<file path="src/hdl/TripleDes_defs.svh">
`ifndef TRIPLEDES_DEFS_SVH
`define TRIPLEDES_DEFS_SVH

// Register block base
`define TDES_BASE 32'hAAAAAAA0

// Register offsets, one 64-bit word each
`define TDES_MODE_OFS 32'h00
`define TDES_KEY1_OFS 32'h08
`define TDES_KEY2_OFS 32'h10
`define TDES_KEY3_OFS 32'h18
`define TDES_DATA_OFS 32'h20
`define TDES_RESULT_OFS 32'h28

// Feistel rounds per DES pass
`define DES_ROUNDS 16

`endif
</file>
<file path="src/hdl/DesPkg.sv">
package DesPkg;

  // DES bit 1 is the MSB, so the left half sits in the upper word
  typedef struct packed
  {
    logic [31:0] left;
    logic [31:0] right;
  } DesHalves;

  // One cipher block, as a bus word or as Feistel halves
  typedef union packed
  {
    logic [63:0] word;
    DesHalves halves;
  } DesBlock;

  // Key with parity bits still in place
  typedef logic [63:0] DesKey;

  typedef enum logic
  {
    Encrypt = 1'b0,
    Decrypt = 1'b1
  } CipherDir;

endpackage

</file>
<file path="src/hdl/AhbPkg.sv">
package AhbPkg;

  // AHB HTRANS encodings
  typedef enum logic [1:0]
  {
    TransIdle = 2'b00,
    TransBusy = 2'b01,
    TransNonSeq = 2'b10,
    TransSeq = 2'b11
  } HtransType;

  // Decoded register of an address phase
  typedef enum logic [2:0]
  {
    RegMode = 3'd0,
    RegKey1 = 3'd1,
    RegKey2 = 3'd2,
    RegKey3 = 3'd3,
    RegDataIn = 3'd4,
    RegResult = 3'd5,
    RegNone = 3'd7
  } RegIndex;

endpackage

</file>
<file path="src/hdl/DesInterfaces.sv">
`timescale 1ns/1ps

// Block request from the bus controller to the EDE sequencer
interface TdesReqIf;
  logic valid;
  logic ready;
  DesPkg::DesBlock block;
  DesPkg::CipherDir dir;
  DesPkg::DesKey key1;
  DesPkg::DesKey key2;
  DesPkg::DesKey key3;
  logic resultValid;
  logic resultReady;
  DesPkg::DesBlock result;

  modport controller (output valid, block, dir, key1, key2, key3, resultReady,
                      input ready, resultValid, result);
  modport sequencer (input valid, block, dir, key1, key2, key3, resultReady,
                     output ready, resultValid, result);
endinterface

// Single DES pass from the sequencer to the engine
interface DesPassIf;
  logic valid;
  logic ready;
  DesPkg::DesBlock block;
  DesPkg::DesKey key;
  DesPkg::CipherDir dir;
  logic resultValid;
  logic resultReady;
  DesPkg::DesBlock result;

  modport requester (output valid, block, key, dir, resultReady,
                     input ready, resultValid, result);
  modport engine (input valid, block, key, dir, resultReady,
                  output ready, resultValid, result);
endinterface

</file>
<file path="src/hdl/TripleDesTop.sv">
`timescale 1ns/1ps

module TripleDesTop
(
  input logic HCLK,
  input logic HRESET,
  input logic HSEL,
  input logic [31:0] HADDR,
  input AhbPkg::HtransType HTRANS,
  input logic HWRITE,
  input logic [2:0] HSIZE,
  input logic [2:0] HBURST,
  input logic HMASTLOCK,
  input logic HREADY,
  input logic [63:0] HWDATA,
  output logic [63:0] HRDATA,
  output logic HREADYOUT,
  output logic HRESP
);

  TdesReqIf reqIf ();
  DesPassIf passIf ();

  AhbSlaveController controller
  (
    .HCLK(HCLK),
    .HRESET(HRESET),
    .HSEL(HSEL),
    .HADDR(HADDR),
    .HTRANS(HTRANS),
    .HWRITE(HWRITE),
    .HSIZE(HSIZE),
    .HBURST(HBURST),
    .HMASTLOCK(HMASTLOCK),
    .HREADY(HREADY),
    .HWDATA(HWDATA),
    .HRDATA(HRDATA),
    .HREADYOUT(HREADYOUT),
    .HRESP(HRESP),
    .req(reqIf.controller)
  );

  TripleDesSequencer sequencer
  (
    .HCLK(HCLK),
    .HRESET(HRESET),
    .req(reqIf.sequencer),
    .pass(passIf.requester)
  );

  DesEngine engine
  (
    .HCLK(HCLK),
    .HRESET(HRESET),
    .pass(passIf.engine)
  );

endmodule

</file>
<file path="src/hdl/DesEngine.sv">
`timescale 1ns/1ps
`include "TripleDes_defs.svh"

module DesEngine
(
  input logic HCLK,
  input logic HRESET,
  DesPassIf.engine pass
);

  typedef enum logic [1:0] {EngIdle, EngRound, EngFinal, EngDone} EngState;

  // Standard tables, entries count bits from 1 at the MSB
  localparam int IpTable [64] = '{
    58, 50, 42, 34, 26, 18, 10, 2, 60, 52, 44, 36, 28, 20, 12, 4,
    62, 54, 46, 38, 30, 22, 14, 6, 64, 56, 48, 40, 32, 24, 16, 8,
    57, 49, 41, 33, 25, 17, 9, 1, 59, 51, 43, 35, 27, 19, 11, 3,
    61, 53, 45, 37, 29, 21, 13, 5, 63, 55, 47, 39, 31, 23, 15, 7};
  localparam int ExpTable [48] = '{
    32, 1, 2, 3, 4, 5, 4, 5, 6, 7, 8, 9, 8, 9, 10, 11, 12, 13, 12, 13, 14, 15, 16, 17,
    16, 17, 18, 19, 20, 21, 20, 21, 22, 23, 24, 25, 24, 25, 26, 27, 28, 29, 28, 29,
    30, 31, 32, 1};
  localparam int PTable [32] = '{
    16, 7, 20, 21, 29, 12, 28, 17, 1, 15, 23, 26, 5, 18, 31, 10,
    2, 8, 24, 14, 32, 27, 3, 9, 19, 13, 30, 6, 22, 11, 4, 25};
  localparam int Pc1Table [56] = '{
    57, 49, 41, 33, 25, 17, 9, 1, 58, 50, 42, 34, 26, 18, 10, 2, 59, 51, 43, 35, 27,
    19, 11, 3, 60, 52, 44, 36, 63, 55, 47, 39, 31, 23, 15, 7, 62, 54, 46, 38, 30, 22,
    14, 6, 61, 53, 45, 37, 29, 21, 13, 5, 28, 20, 12, 4};
  localparam int Pc2Table [48] = '{
    14, 17, 11, 24, 1, 5, 3, 28, 15, 6, 21, 10, 23, 19, 12, 4, 26, 8, 16, 7, 27, 20,
    13, 2, 41, 52, 31, 37, 47, 55, 30, 40, 51, 45, 33, 48, 44, 49, 39, 56, 34, 53,
    46, 42, 50, 36, 29, 32};
  // Row-major S-boxes, first entry in the top nibble
  localparam logic [255:0] SBoxes [8] = '{
    256'hE4D12FB83A6C5907_0F74E2D1A6CB9538_41E8D62BFC973A50_FC8249175B3EA06D,
    256'hF18E6B34972DC05A_3D47F28EC01A69B5_0E7BA4D158C6932F_D8A13F42B67C05E9,
    256'hA09E63F51DC7B428_D709346A285ECBF1_D6498F30B12C5AE7_1AD069874FE3B52C,
    256'h7DE3069A1285BC4F_D8B56F03472C1AE9_A690CB7DF13E5284_3F06A1D8945BC72E,
    256'h2C417AB6853FD0E9_EB2C47D150FA3986_421BAD78F9C5630E_B8C71E2D6F09A453,
    256'hC1AF92680D34E75B_AF427C9561DE0B38_9EF528C3704A1DB6_432C95FABE17608D,
    256'h4B2EF08D3C975A61_D0B7491AE35C2F86_14BDC37EAF680592_6BD814A7950FE23C,
    256'hD2846FB1A93E50C7_1FD8A374C56B0E92_7B419CE206ADF358_21E74A8DFC90356B};

  EngState state;
  logic [3:0] roundCnt;
  DesPkg::CipherDir dir;
  DesPkg::DesBlock data;
  DesPkg::DesBlock nextData;
  logic [55:0] cd;
  logic [55:0] nextCd;

  function automatic logic [63:0] initialPerm(input logic [63:0] x);
    logic [63:0] y;
    for (int i = 0; i < 64; i++)
      y[63 - i] = x[64 - IpTable[i]];
    return y;
  endfunction

  // Inverse of the initial permutation
  function automatic logic [63:0] finalPerm(input logic [63:0] x);
    logic [63:0] y;
    for (int i = 0; i < 64; i++)
      y[64 - IpTable[i]] = x[63 - i];
    return y;
  endfunction

  function automatic logic [55:0] pc1(input logic [63:0] key);
    logic [55:0] y;
    for (int i = 0; i < 56; i++)
      y[55 - i] = key[64 - Pc1Table[i]];
    return y;
  endfunction

  function automatic logic [47:0] pc2(input logic [55:0] k);
    logic [47:0] y;
    for (int i = 0; i < 48; i++)
      y[47 - i] = k[56 - Pc2Table[i]];
    return y;
  endfunction

  // Decryption walks the schedule backwards, starting from C0D0 unrotated
  function automatic logic [55:0] rotateKey(input logic [55:0] k, input DesPkg::CipherDir d,
                                            input logic [3:0] round);
    logic [27:0] c;
    logic [27:0] e;
    int amount;
    c = k[55:28];
    e = k[27:0];
    if (round == 4'd0 || round == 4'd1 || round == 4'd8 || round == 4'd15)
      amount = 1;
    else
      amount = 2;
    if (d == DesPkg::Decrypt && round == 4'd0)
      amount = 0;
    for (int s = 0; s < 2; s++)
    begin
      if (s < amount && d == DesPkg::Encrypt)
      begin
        c = {c[26:0], c[27]};
        e = {e[26:0], e[27]};
      end
      else if (s < amount)
      begin
        c = {c[0], c[27:1]};
        e = {e[0], e[27:1]};
      end
    end
    return {c, e};
  endfunction

  function automatic logic [31:0] feistel(input logic [31:0] r, input logic [47:0] subKey);
    logic [47:0] x;
    logic [31:0] s;
    logic [31:0] y;
    logic [5:0] chunk;
    int idx;
    for (int i = 0; i < 48; i++)
      x[47 - i] = r[32 - ExpTable[i]];
    x = x ^ subKey;
    for (int n = 0; n < 8; n++)
    begin
      chunk = x[47 - 6 * n -: 6];
      idx = 16 * {chunk[5], chunk[0]} + chunk[4:1];
      s[31 - 4 * n -: 4] = SBoxes[n][255 - 4 * idx -: 4];
    end
    for (int i = 0; i < 32; i++)
      y[31 - i] = s[32 - PTable[i]];
    return y;
  endfunction

  always_comb
  begin
    nextCd = rotateKey(cd, dir, roundCnt);
    nextData.halves.left = data.halves.right;
    nextData.halves.right = data.halves.left ^ feistel(data.halves.right, pc2(nextCd));
  end

  always_ff @(posedge HCLK, negedge HRESET)
  begin
    if (!HRESET)
    begin
      state <= EngIdle;
      roundCnt <= '0;
    end
    else
    begin
      case (state)
        EngIdle:
          if (pass.valid)
          begin
            state <= EngRound;
            roundCnt <= '0;
          end
        EngRound:
        begin
          roundCnt <= roundCnt + 4'd1;
          if (roundCnt == 4'(`DES_ROUNDS - 1))
            state <= EngFinal;
        end
        EngFinal: state <= EngDone;
        default:
          if (pass.resultReady)
            state <= EngIdle;
      endcase
    end
  end

  always_ff @(posedge HCLK)
  begin
    case (state)
      EngIdle:
        if (pass.valid)
        begin
          data.word <= initialPerm(pass.block.word);
          cd <= pc1(pass.key);
          dir <= pass.dir;
        end
      EngRound:
      begin
        data <= nextData;
        cd <= nextCd;
      end
      // Undo the last half swap before the final permutation
      EngFinal: data.word <= finalPerm({data.halves.right, data.halves.left});
      default: ;
    endcase
  end

  assign pass.ready = (state == EngIdle);
  assign pass.resultValid = (state == EngDone);
  assign pass.result = data;

endmodule

</file>
<file path="src/hdl/TripleDesSequencer.sv">
`timescale 1ns/1ps

module TripleDesSequencer
(
  input logic HCLK,
  input logic HRESET,
  TdesReqIf.sequencer req,
  DesPassIf.requester pass
);

  typedef enum logic [1:0] {SeqIdle, SeqIssue, SeqWait, SeqDone} SeqState;

  SeqState state;
  logic [1:0] passCnt;
  DesPkg::CipherDir dir;
  DesPkg::DesKey key1;
  DesPkg::DesKey key2;
  DesPkg::DesKey key3;
  DesPkg::DesBlock block;

  always_ff @(posedge HCLK, negedge HRESET)
  begin
    if (!HRESET)
    begin
      state <= SeqIdle;
      passCnt <= '0;
    end
    else
    begin
      case (state)
        SeqIdle:
          if (req.valid)
          begin
            state <= SeqIssue;
            passCnt <= '0;
          end
        SeqIssue:
          if (pass.ready)
            state <= SeqWait;
        SeqWait:
          if (pass.resultValid)
          begin
            if (passCnt == 2'd2)
              state <= SeqDone;
            else
            begin
              state <= SeqIssue;
              passCnt <= passCnt + 2'd1;
            end
          end
        default:
          if (req.resultReady)
            state <= SeqIdle;
      endcase
    end
  end

  // Keys are captured so bus writes cannot disturb a block in flight
  always_ff @(posedge HCLK)
  begin
    if (state == SeqIdle && req.valid)
    begin
      block <= req.block;
      dir <= req.dir;
      key1 <= req.key1;
      key2 <= req.key2;
      key3 <= req.key3;
    end
    else if (state == SeqWait && pass.resultValid)
      block <= pass.result;
  end

  // EDE order, mirrored for decryption
  always_comb
  begin
    if (passCnt == 2'd1)
      pass.dir = (dir == DesPkg::Encrypt) ? DesPkg::Decrypt : DesPkg::Encrypt;
    else
      pass.dir = dir;
    case (passCnt)
      2'd0: pass.key = (dir == DesPkg::Encrypt) ? key1 : key3;
      2'd1: pass.key = key2;
      default: pass.key = (dir == DesPkg::Encrypt) ? key3 : key1;
    endcase
  end

  assign pass.valid = (state == SeqIssue);
  assign pass.block = block;
  assign pass.resultReady = (state == SeqWait);
  assign req.ready = (state == SeqIdle);
  assign req.resultValid = (state == SeqDone);
  assign req.result = block;

endmodule

</file>
<file path="src/hdl/AhbSlaveController.sv">
`timescale 1ns/1ps
`include "TripleDes_defs.svh"

module AhbSlaveController
(
  input logic HCLK,
  input logic HRESET,
  input logic HSEL,
  input logic [31:0] HADDR,
  input AhbPkg::HtransType HTRANS,
  input logic HWRITE,
  input logic [2:0] HSIZE,
  input logic [2:0] HBURST,
  input logic HMASTLOCK,
  input logic HREADY,
  input logic [63:0] HWDATA,
  output logic [63:0] HRDATA,
  output logic HREADYOUT,
  output logic HRESP,
  TdesReqIf.controller req
);

  AhbPkg::RegIndex addrReg;
  AhbPkg::RegIndex phaseReg;
  logic transfer;
  logic illegal;
  logic phaseActive;
  logic phaseWrite;
  logic phaseError;
  logic errLate;
  logic writeNow;
  logic resultRead;
  logic resultDone;
  logic resultFull;
  logic [63:0] modeReg;
  DesPkg::DesKey key1Reg;
  DesPkg::DesKey key2Reg;
  DesPkg::DesKey key3Reg;
  DesPkg::DesBlock dataReg;
  DesPkg::DesBlock resultReg;

  always_comb
  begin
    case (HADDR)
      (`TDES_BASE + `TDES_MODE_OFS): addrReg = AhbPkg::RegMode;
      (`TDES_BASE + `TDES_KEY1_OFS): addrReg = AhbPkg::RegKey1;
      (`TDES_BASE + `TDES_KEY2_OFS): addrReg = AhbPkg::RegKey2;
      (`TDES_BASE + `TDES_KEY3_OFS): addrReg = AhbPkg::RegKey3;
      (`TDES_BASE + `TDES_DATA_OFS): addrReg = AhbPkg::RegDataIn;
      (`TDES_BASE + `TDES_RESULT_OFS): addrReg = AhbPkg::RegResult;
      default: addrReg = AhbPkg::RegNone;
    endcase
  end

  assign transfer = HSEL && HREADY &&
                    (HTRANS == AhbPkg::TransNonSeq || HTRANS == AhbPkg::TransSeq);

  // Only single 64-bit unlocked accesses to mapped registers
  assign illegal = (HSIZE != 3'b011) || (HBURST != 3'b000) || HMASTLOCK ||
                   (addrReg == AhbPkg::RegNone) ||
                   (HWRITE && addrReg == AhbPkg::RegResult);

  assign writeNow = phaseActive && !phaseError && phaseWrite && HREADYOUT;
  assign resultRead = phaseActive && !phaseError && !phaseWrite &&
                      (phaseReg == AhbPkg::RegResult);
  assign resultDone = resultRead && HREADYOUT;

  always_ff @(posedge HCLK, negedge HRESET)
  begin
    if (!HRESET)
    begin
      phaseActive <= 1'b0;
      phaseWrite <= 1'b0;
      phaseError <= 1'b0;
      phaseReg <= AhbPkg::RegNone;
      errLate <= 1'b0;
      resultFull <= 1'b0;
      modeReg <= '0;
    end
    else
    begin
      errLate <= phaseActive && phaseError && !errLate;
      if (HREADY)
      begin
        phaseActive <= transfer;
        phaseWrite <= HWRITE;
        phaseError <= transfer && illegal;
        phaseReg <= addrReg;
      end
      if (writeNow && phaseReg == AhbPkg::RegMode)
        modeReg <= HWDATA;
      // Park a finished result until the master reads it
      if (resultDone)
        resultFull <= 1'b0;
      else if (req.resultValid && req.resultReady)
        resultFull <= 1'b1;
    end
  end

  always_ff @(posedge HCLK)
  begin
    if (writeNow)
    begin
      case (phaseReg)
        AhbPkg::RegKey1: key1Reg <= HWDATA;
        AhbPkg::RegKey2: key2Reg <= HWDATA;
        AhbPkg::RegKey3: key3Reg <= HWDATA;
        AhbPkg::RegDataIn: dataReg.word <= HWDATA;
        default: ;
      endcase
    end
    if (req.resultValid && req.resultReady && !resultDone)
      resultReg <= req.result;
  end

  always_comb
  begin
    HRESP = 1'b0;
    HREADYOUT = 1'b1;
    HRDATA = '0;
    if (phaseActive && phaseError)
    begin
      HRESP = 1'b1;
      HREADYOUT = errLate;
    end
    else if (phaseActive && phaseWrite)
    begin
      // Data write stalls while the previous block is busy
      if (phaseReg == AhbPkg::RegDataIn)
        HREADYOUT = req.ready;
    end
    else if (phaseActive)
    begin
      case (phaseReg)
        AhbPkg::RegMode: HRDATA = modeReg;
        AhbPkg::RegKey1: HRDATA = key1Reg;
        AhbPkg::RegKey2: HRDATA = key2Reg;
        AhbPkg::RegKey3: HRDATA = key3Reg;
        AhbPkg::RegDataIn: HRDATA = dataReg.word;
        AhbPkg::RegResult:
        begin
          HREADYOUT = resultFull || req.resultValid;
          HRDATA = resultFull ? resultReg.word : req.result.word;
        end
        default: HRDATA = '0;
      endcase
    end
  end

  assign req.valid = phaseActive && !phaseError && phaseWrite &&
                     (phaseReg == AhbPkg::RegDataIn);
  assign req.block = DesPkg::DesBlock'(HWDATA);
  assign req.dir = DesPkg::CipherDir'(modeReg[0]);
  assign req.key1 = key1Reg;
  assign req.key2 = key2Reg;
  assign req.key3 = key3Reg;
  assign req.resultReady = !resultFull;

endmodule

</file>
<file path="config.mk">
export PLATFORM = sky130hd
export DESIGN_NAME = TripleDesTop
export DESIGN_NICKNAME = d
export VERILOG_FILES = /design/src/hdl/DesPkg.sv /design/src/hdl/AhbPkg.sv /design/src/hdl/DesInterfaces.sv /design/src/hdl/TripleDesTop.sv /design/src/hdl/DesEngine.sv /design/src/hdl/TripleDesSequencer.sv /design/src/hdl/AhbSlaveController.sv
export VERILOG_INCLUDE_DIRS = /design/src /design/src/hdl
export SDC_FILE = /design/constraint.sdc
export NUM_CORES = 2
export LEC_CHECK = 0
export ABC_CLOCK_PERIOD_IN_PS = 9500
export BUFFER_PORTS_ARGS = -buffer_cell sky130_fd_sc_hd__buf_4
export CAP_MARGIN = 20
export CORE_ASPECT_RATIO = 0.8
export CORE_UTILIZATION = 45
export DETAILED_ROUTE_END_ITERATION = 8
export GPL_ROUTABILITY_DRIVEN = 0
export MAX_ROUTING_LAYER = met4
export PLACE_DENSITY = 0.61
export SKIP_LAST_GASP = 1
export SLEW_MARGIN = 10
export SYNTH_ARGS = -nofsm -noshare
export SYNTH_HDL_FRONTEND = slang
export SYNTH_SLANG_ARGS = --single-unit
</file>
<file path="constraint.sdc">
create_clock -name HCLK -period 9.5 [get_ports HCLK]
set_input_delay 0.95 -clock HCLK [delete_from_list [all_inputs] [get_ports HCLK]]
set_output_delay 0.95 -clock HCLK [all_outputs]
set_load 0.02 [all_outputs]
</file>
==> impl_metrics.py <==
metrics = {
    "yosys": {
        "synthCells": 3344,
        "syn-num-nets": 3526,
        "async_flop_share_pct": 10.8,
        "ys_seq_area_share_pct": 56.9,
        "synth-edff-count": 674,
        "netlist_top_cells_count": "edfxtp_1 (674), nand2_1 (403), a21oi_1 (299)",
        "yosys_warnings": 0,
        "ys_top_cells_by_area": "edfxtp_1 (52%), dfrtp_1 (5.0%), nand2_1 (3.9%)",
        "synth.most_common_cell": "edfxtp_1",
        "yosysTopAreaCellShare_pct": 51.6,
        "synth_top_cell_by_area": "edfxtp_1",
        "synth_ff_type": "edfxtp_1",
        "synth_area_um2": 39200,
        "ys_types": 99,
        "syn_area_per_cell_um2": 11.7,
        "ys_ff_latch": 756,
    },
    "routing": {
        "ant_nets": 0,
        "via_per_inst": 6.50,
        "wire_per_inst_um": 28.2,
        "drtPass1Iterations": 8,
        "drc": 0,
        "drtIter0Drc": 3671,
        "totalWireLength_um": 130000,
        "vias": 29800,
    },
    "timing": {
        "final_hold_viol_count": 0,
        "clock.fmax_mhz": 160,
        "skew_ns": 0.0226,
        "fin_tns_setup_ns": 0,
        "slew-limit-headroom_pct": 18.7,
        "fin_crit_ns": 6.24,
        "setup_viol": 0,
        "fin_crit_sh_pct": 65.7,
        "slew_viol_final": 0,
        "rsz0062_at_grt": "no",
        "worst_slew_pin_slew_ns": 1.21,
    },
    "worst_setup_path": {
        "worstPathRequired_ns": 9.83,
        "cp_data_arrival_time_ns": 6.57,
        "cp-end-kind": "register",
        "crit_fanout": 49,
        "cp_top_family": "compound AO/OA/AOI/OAI gates",
        "crit_type": "reg -> reg",
        "cp-start-kind": "register",
        "crit_path_top_delay_cell": "buf_4",
        "path_cells": "inv_1, ha_1, nor2_2, a21oi_4, buf_4, mux2i_1, a211o_1, xnor2_1, clkinv_1, ha_1, or2_2, nand2_1, nand3_1, a21oi_1, a311oi_1, a31oi_1, xor2_1, o221ai_1",
        "crit_top_cell": "ha_1",
        "critPathBufInv": 3,
        "rrSetupSlack_ns": 3.26,
        "max_stage_delay_ns": 0.65,
    },
    "die": {
        "initial_utilization_pct": 45.6,
        "dieArea_um2": 88300,
        "die_x_um": 332,
        "die_h_um": 266,
        "io_pins": 176,
        "core-area_um2": 86000,
        "row_count": 96,
    },
    "cts": {
        "clockRootBuffer": "clkbuf_16",
        "htreeDepth": 3,
        "post_cts_resized": 0,
        "path_clk_slew_ns": 0.06,
        "insertion_delay_ns": 0.64,
        "post_cts_buffers": 0,
        "numCtsBuffers": 74,
        "cts_hold_buf": 0,
        "clk_path_buf_depth": 3,
        "cts_tree": "yes",
        "cts_sinks": 756,
    },
    "worst_hold_path": {
        "hold_class": "in -> async",
    },
    "layout": {
        "post_route_cells_drive_above_1_share_pct": 16.0,
        "nFillCells": 7431,
        "nNetsFinal": 3584,
        "area_growth_syn_to_layout_pct": 11.7,
    },
    "grt": {
        "grt_usage_pct": 29.8,
        "grt_pass1_wl_um": 190000,
        "antenna_found_initial": 2,
        "gr-total-overflow": 0,
        "grt_max_degree": 137,
        "grt_pass1_vias": 28300,
    },
    "placed_design": {
        "io_buffers": 174,
        "hpwl_um": 85200,
    },
    "run_status": {
        "outcome": "finished, final reports clean",
    },
    "run": {
        "drv_cap": 0,
    },
}
[path summary, 6_finish.rpt]
path,from,end,depth (start not counted)
max,engine.roundCnt[0]$_DFFE_PN0P_,engine.pass.result[5]$_DFFE_PP_,18
min,HRESET,controller.phaseWrite$_DFFE_PN0P_,1
max reg2reg,engine.roundCnt[0]$_DFFE_PN0P_,engine.pass.result[5]$_DFFE_PP_,18
min reg2reg,controller.req.key2[35]$_DFFE_PP_,sequencer.key2[35]$_DFFE_PP_,0
max in group asynchronous,HRESET,controller.modeReg[42]$_DFFE_PN0P_,2
min in group HCLK,controller.req.key2[35]$_DFFE_PP_,sequencer.key2[35]$_DFFE_PP_,0
[worst reg2reg max path, delay by kind of cell (launching register included)]
family / cells / cell delay, ns
AOI/OAI and AO/OA: 6 / 1.64
xor gates and xnor gates: 2 / 1.06
adders and majority gates: 2 / 0.66
buffers and inverters: 3 / 1.31
DFF: 1 / 0.41
muxes: 1 / 0.21
and+or+nand+nor: 4 / 0.64
[state kept, by name (all words and copies together) (netlist names), 2 cells and up]
name / flops
engine.cd: 56
controller.req.key1: 64
controller.req.key2: 64
sequencer.key3: 56
controller.resultReg: 64
controller.phaseReg: 3
controller.req.key3: 64
sequencer.key1: 56
engine.state: 2
sequencer.key2: 56
sequencer.passCnt: 2
controller.dataReg: 64
sequencer.pass.block: 64
controller.modeReg: 64
engine.roundCnt: 4
engine.pass.result: 64
sequencer.state: 2
[routing by layer]
layer | part of all wire, % | GRT usage [%] | vias up | wire [µm]
met3 | 9.9 | 5.39 | 251 | 12900
met2 | 46 | 45.7 | 1671 | 59400
met1 | 41 | 39.9 | 15000 | 52700
met4 | 3.7 | 10.2 | 0 | 4750
met5 | 0 | - | - | 0
li1 | - | - | 12900 | -
[area by class of cell]
type	instances	area (µm²)	area share [%]
repair buffers	246	1890	4.31
diodes	3	7.51	0.0171
clock inverters	38	382	0.871
inverters	100	384	0.877
flip-flops and latches	756	22300	50.9
multi-input cells	2224	15400	35.1
clock buffers	98	2050	4.67
well taps	1127	1410	3.22
[logic make-up after synthesis]
kind of cell | synth area share (%)
and+or+nand+nor | 8.40
xor gates and xnor gates | 2.70
AOI/OAI and AO/OA | 17.6
adders and majority gates | 2.30
DFF | 56.9
buffers and inverters | 4.20
muxes | 7.91
[metrics by stage]
stage | utilization [%] | instances | hold WS (ns) | setup WS, ns | cell area (µm²)
floorplan | - | 3344 | 0.402 | 2.68 | 39200
global placement | 48.0 | 4440 | 0.417 | 3.51 | 41300
detailed placement | 48.0 | 4442 | 0.432 | 3.27 | 41300
CTS | 50.8 | 4578 | 0.304 | 3.25 | 43700
global route | 50.9 | 4591 | 0.334 | 2.93 | 43800
finish | 50.9 | 4592 | 0.325 | 3.26 | 43800
[layout by cell type (no fill, tap or decap), drive strengths merged, types with 33 or more instances in the layout]
cell type | synthesis | final
edfxtp | 674 | 674
nand2 | 403 | 403
a21oi | 300 | 300
buf | 75 | 242
nor2 | 170 | 170
a22oi | 152 | 152
o21ai | 152 | 152
mux2i | 129 | 129
a221oi | 129 | 129
clkbuf | 189 | 102
inv | 99 | 99
mux2 | 94 | 94
dfrtp | 79 | 79
ha | 72 | 72
nand3 | 67 | 67
a211oi | 64 | 64
xnor2 | 62 | 62
xor2 | 50 | 50
o211ai | 41 | 41
nor3 | 39 | 39
o221ai | 33 | 33
Power is not shown: default switching activity piles up to over one toggle a cycle in this logic, so the estimate is an artifact.
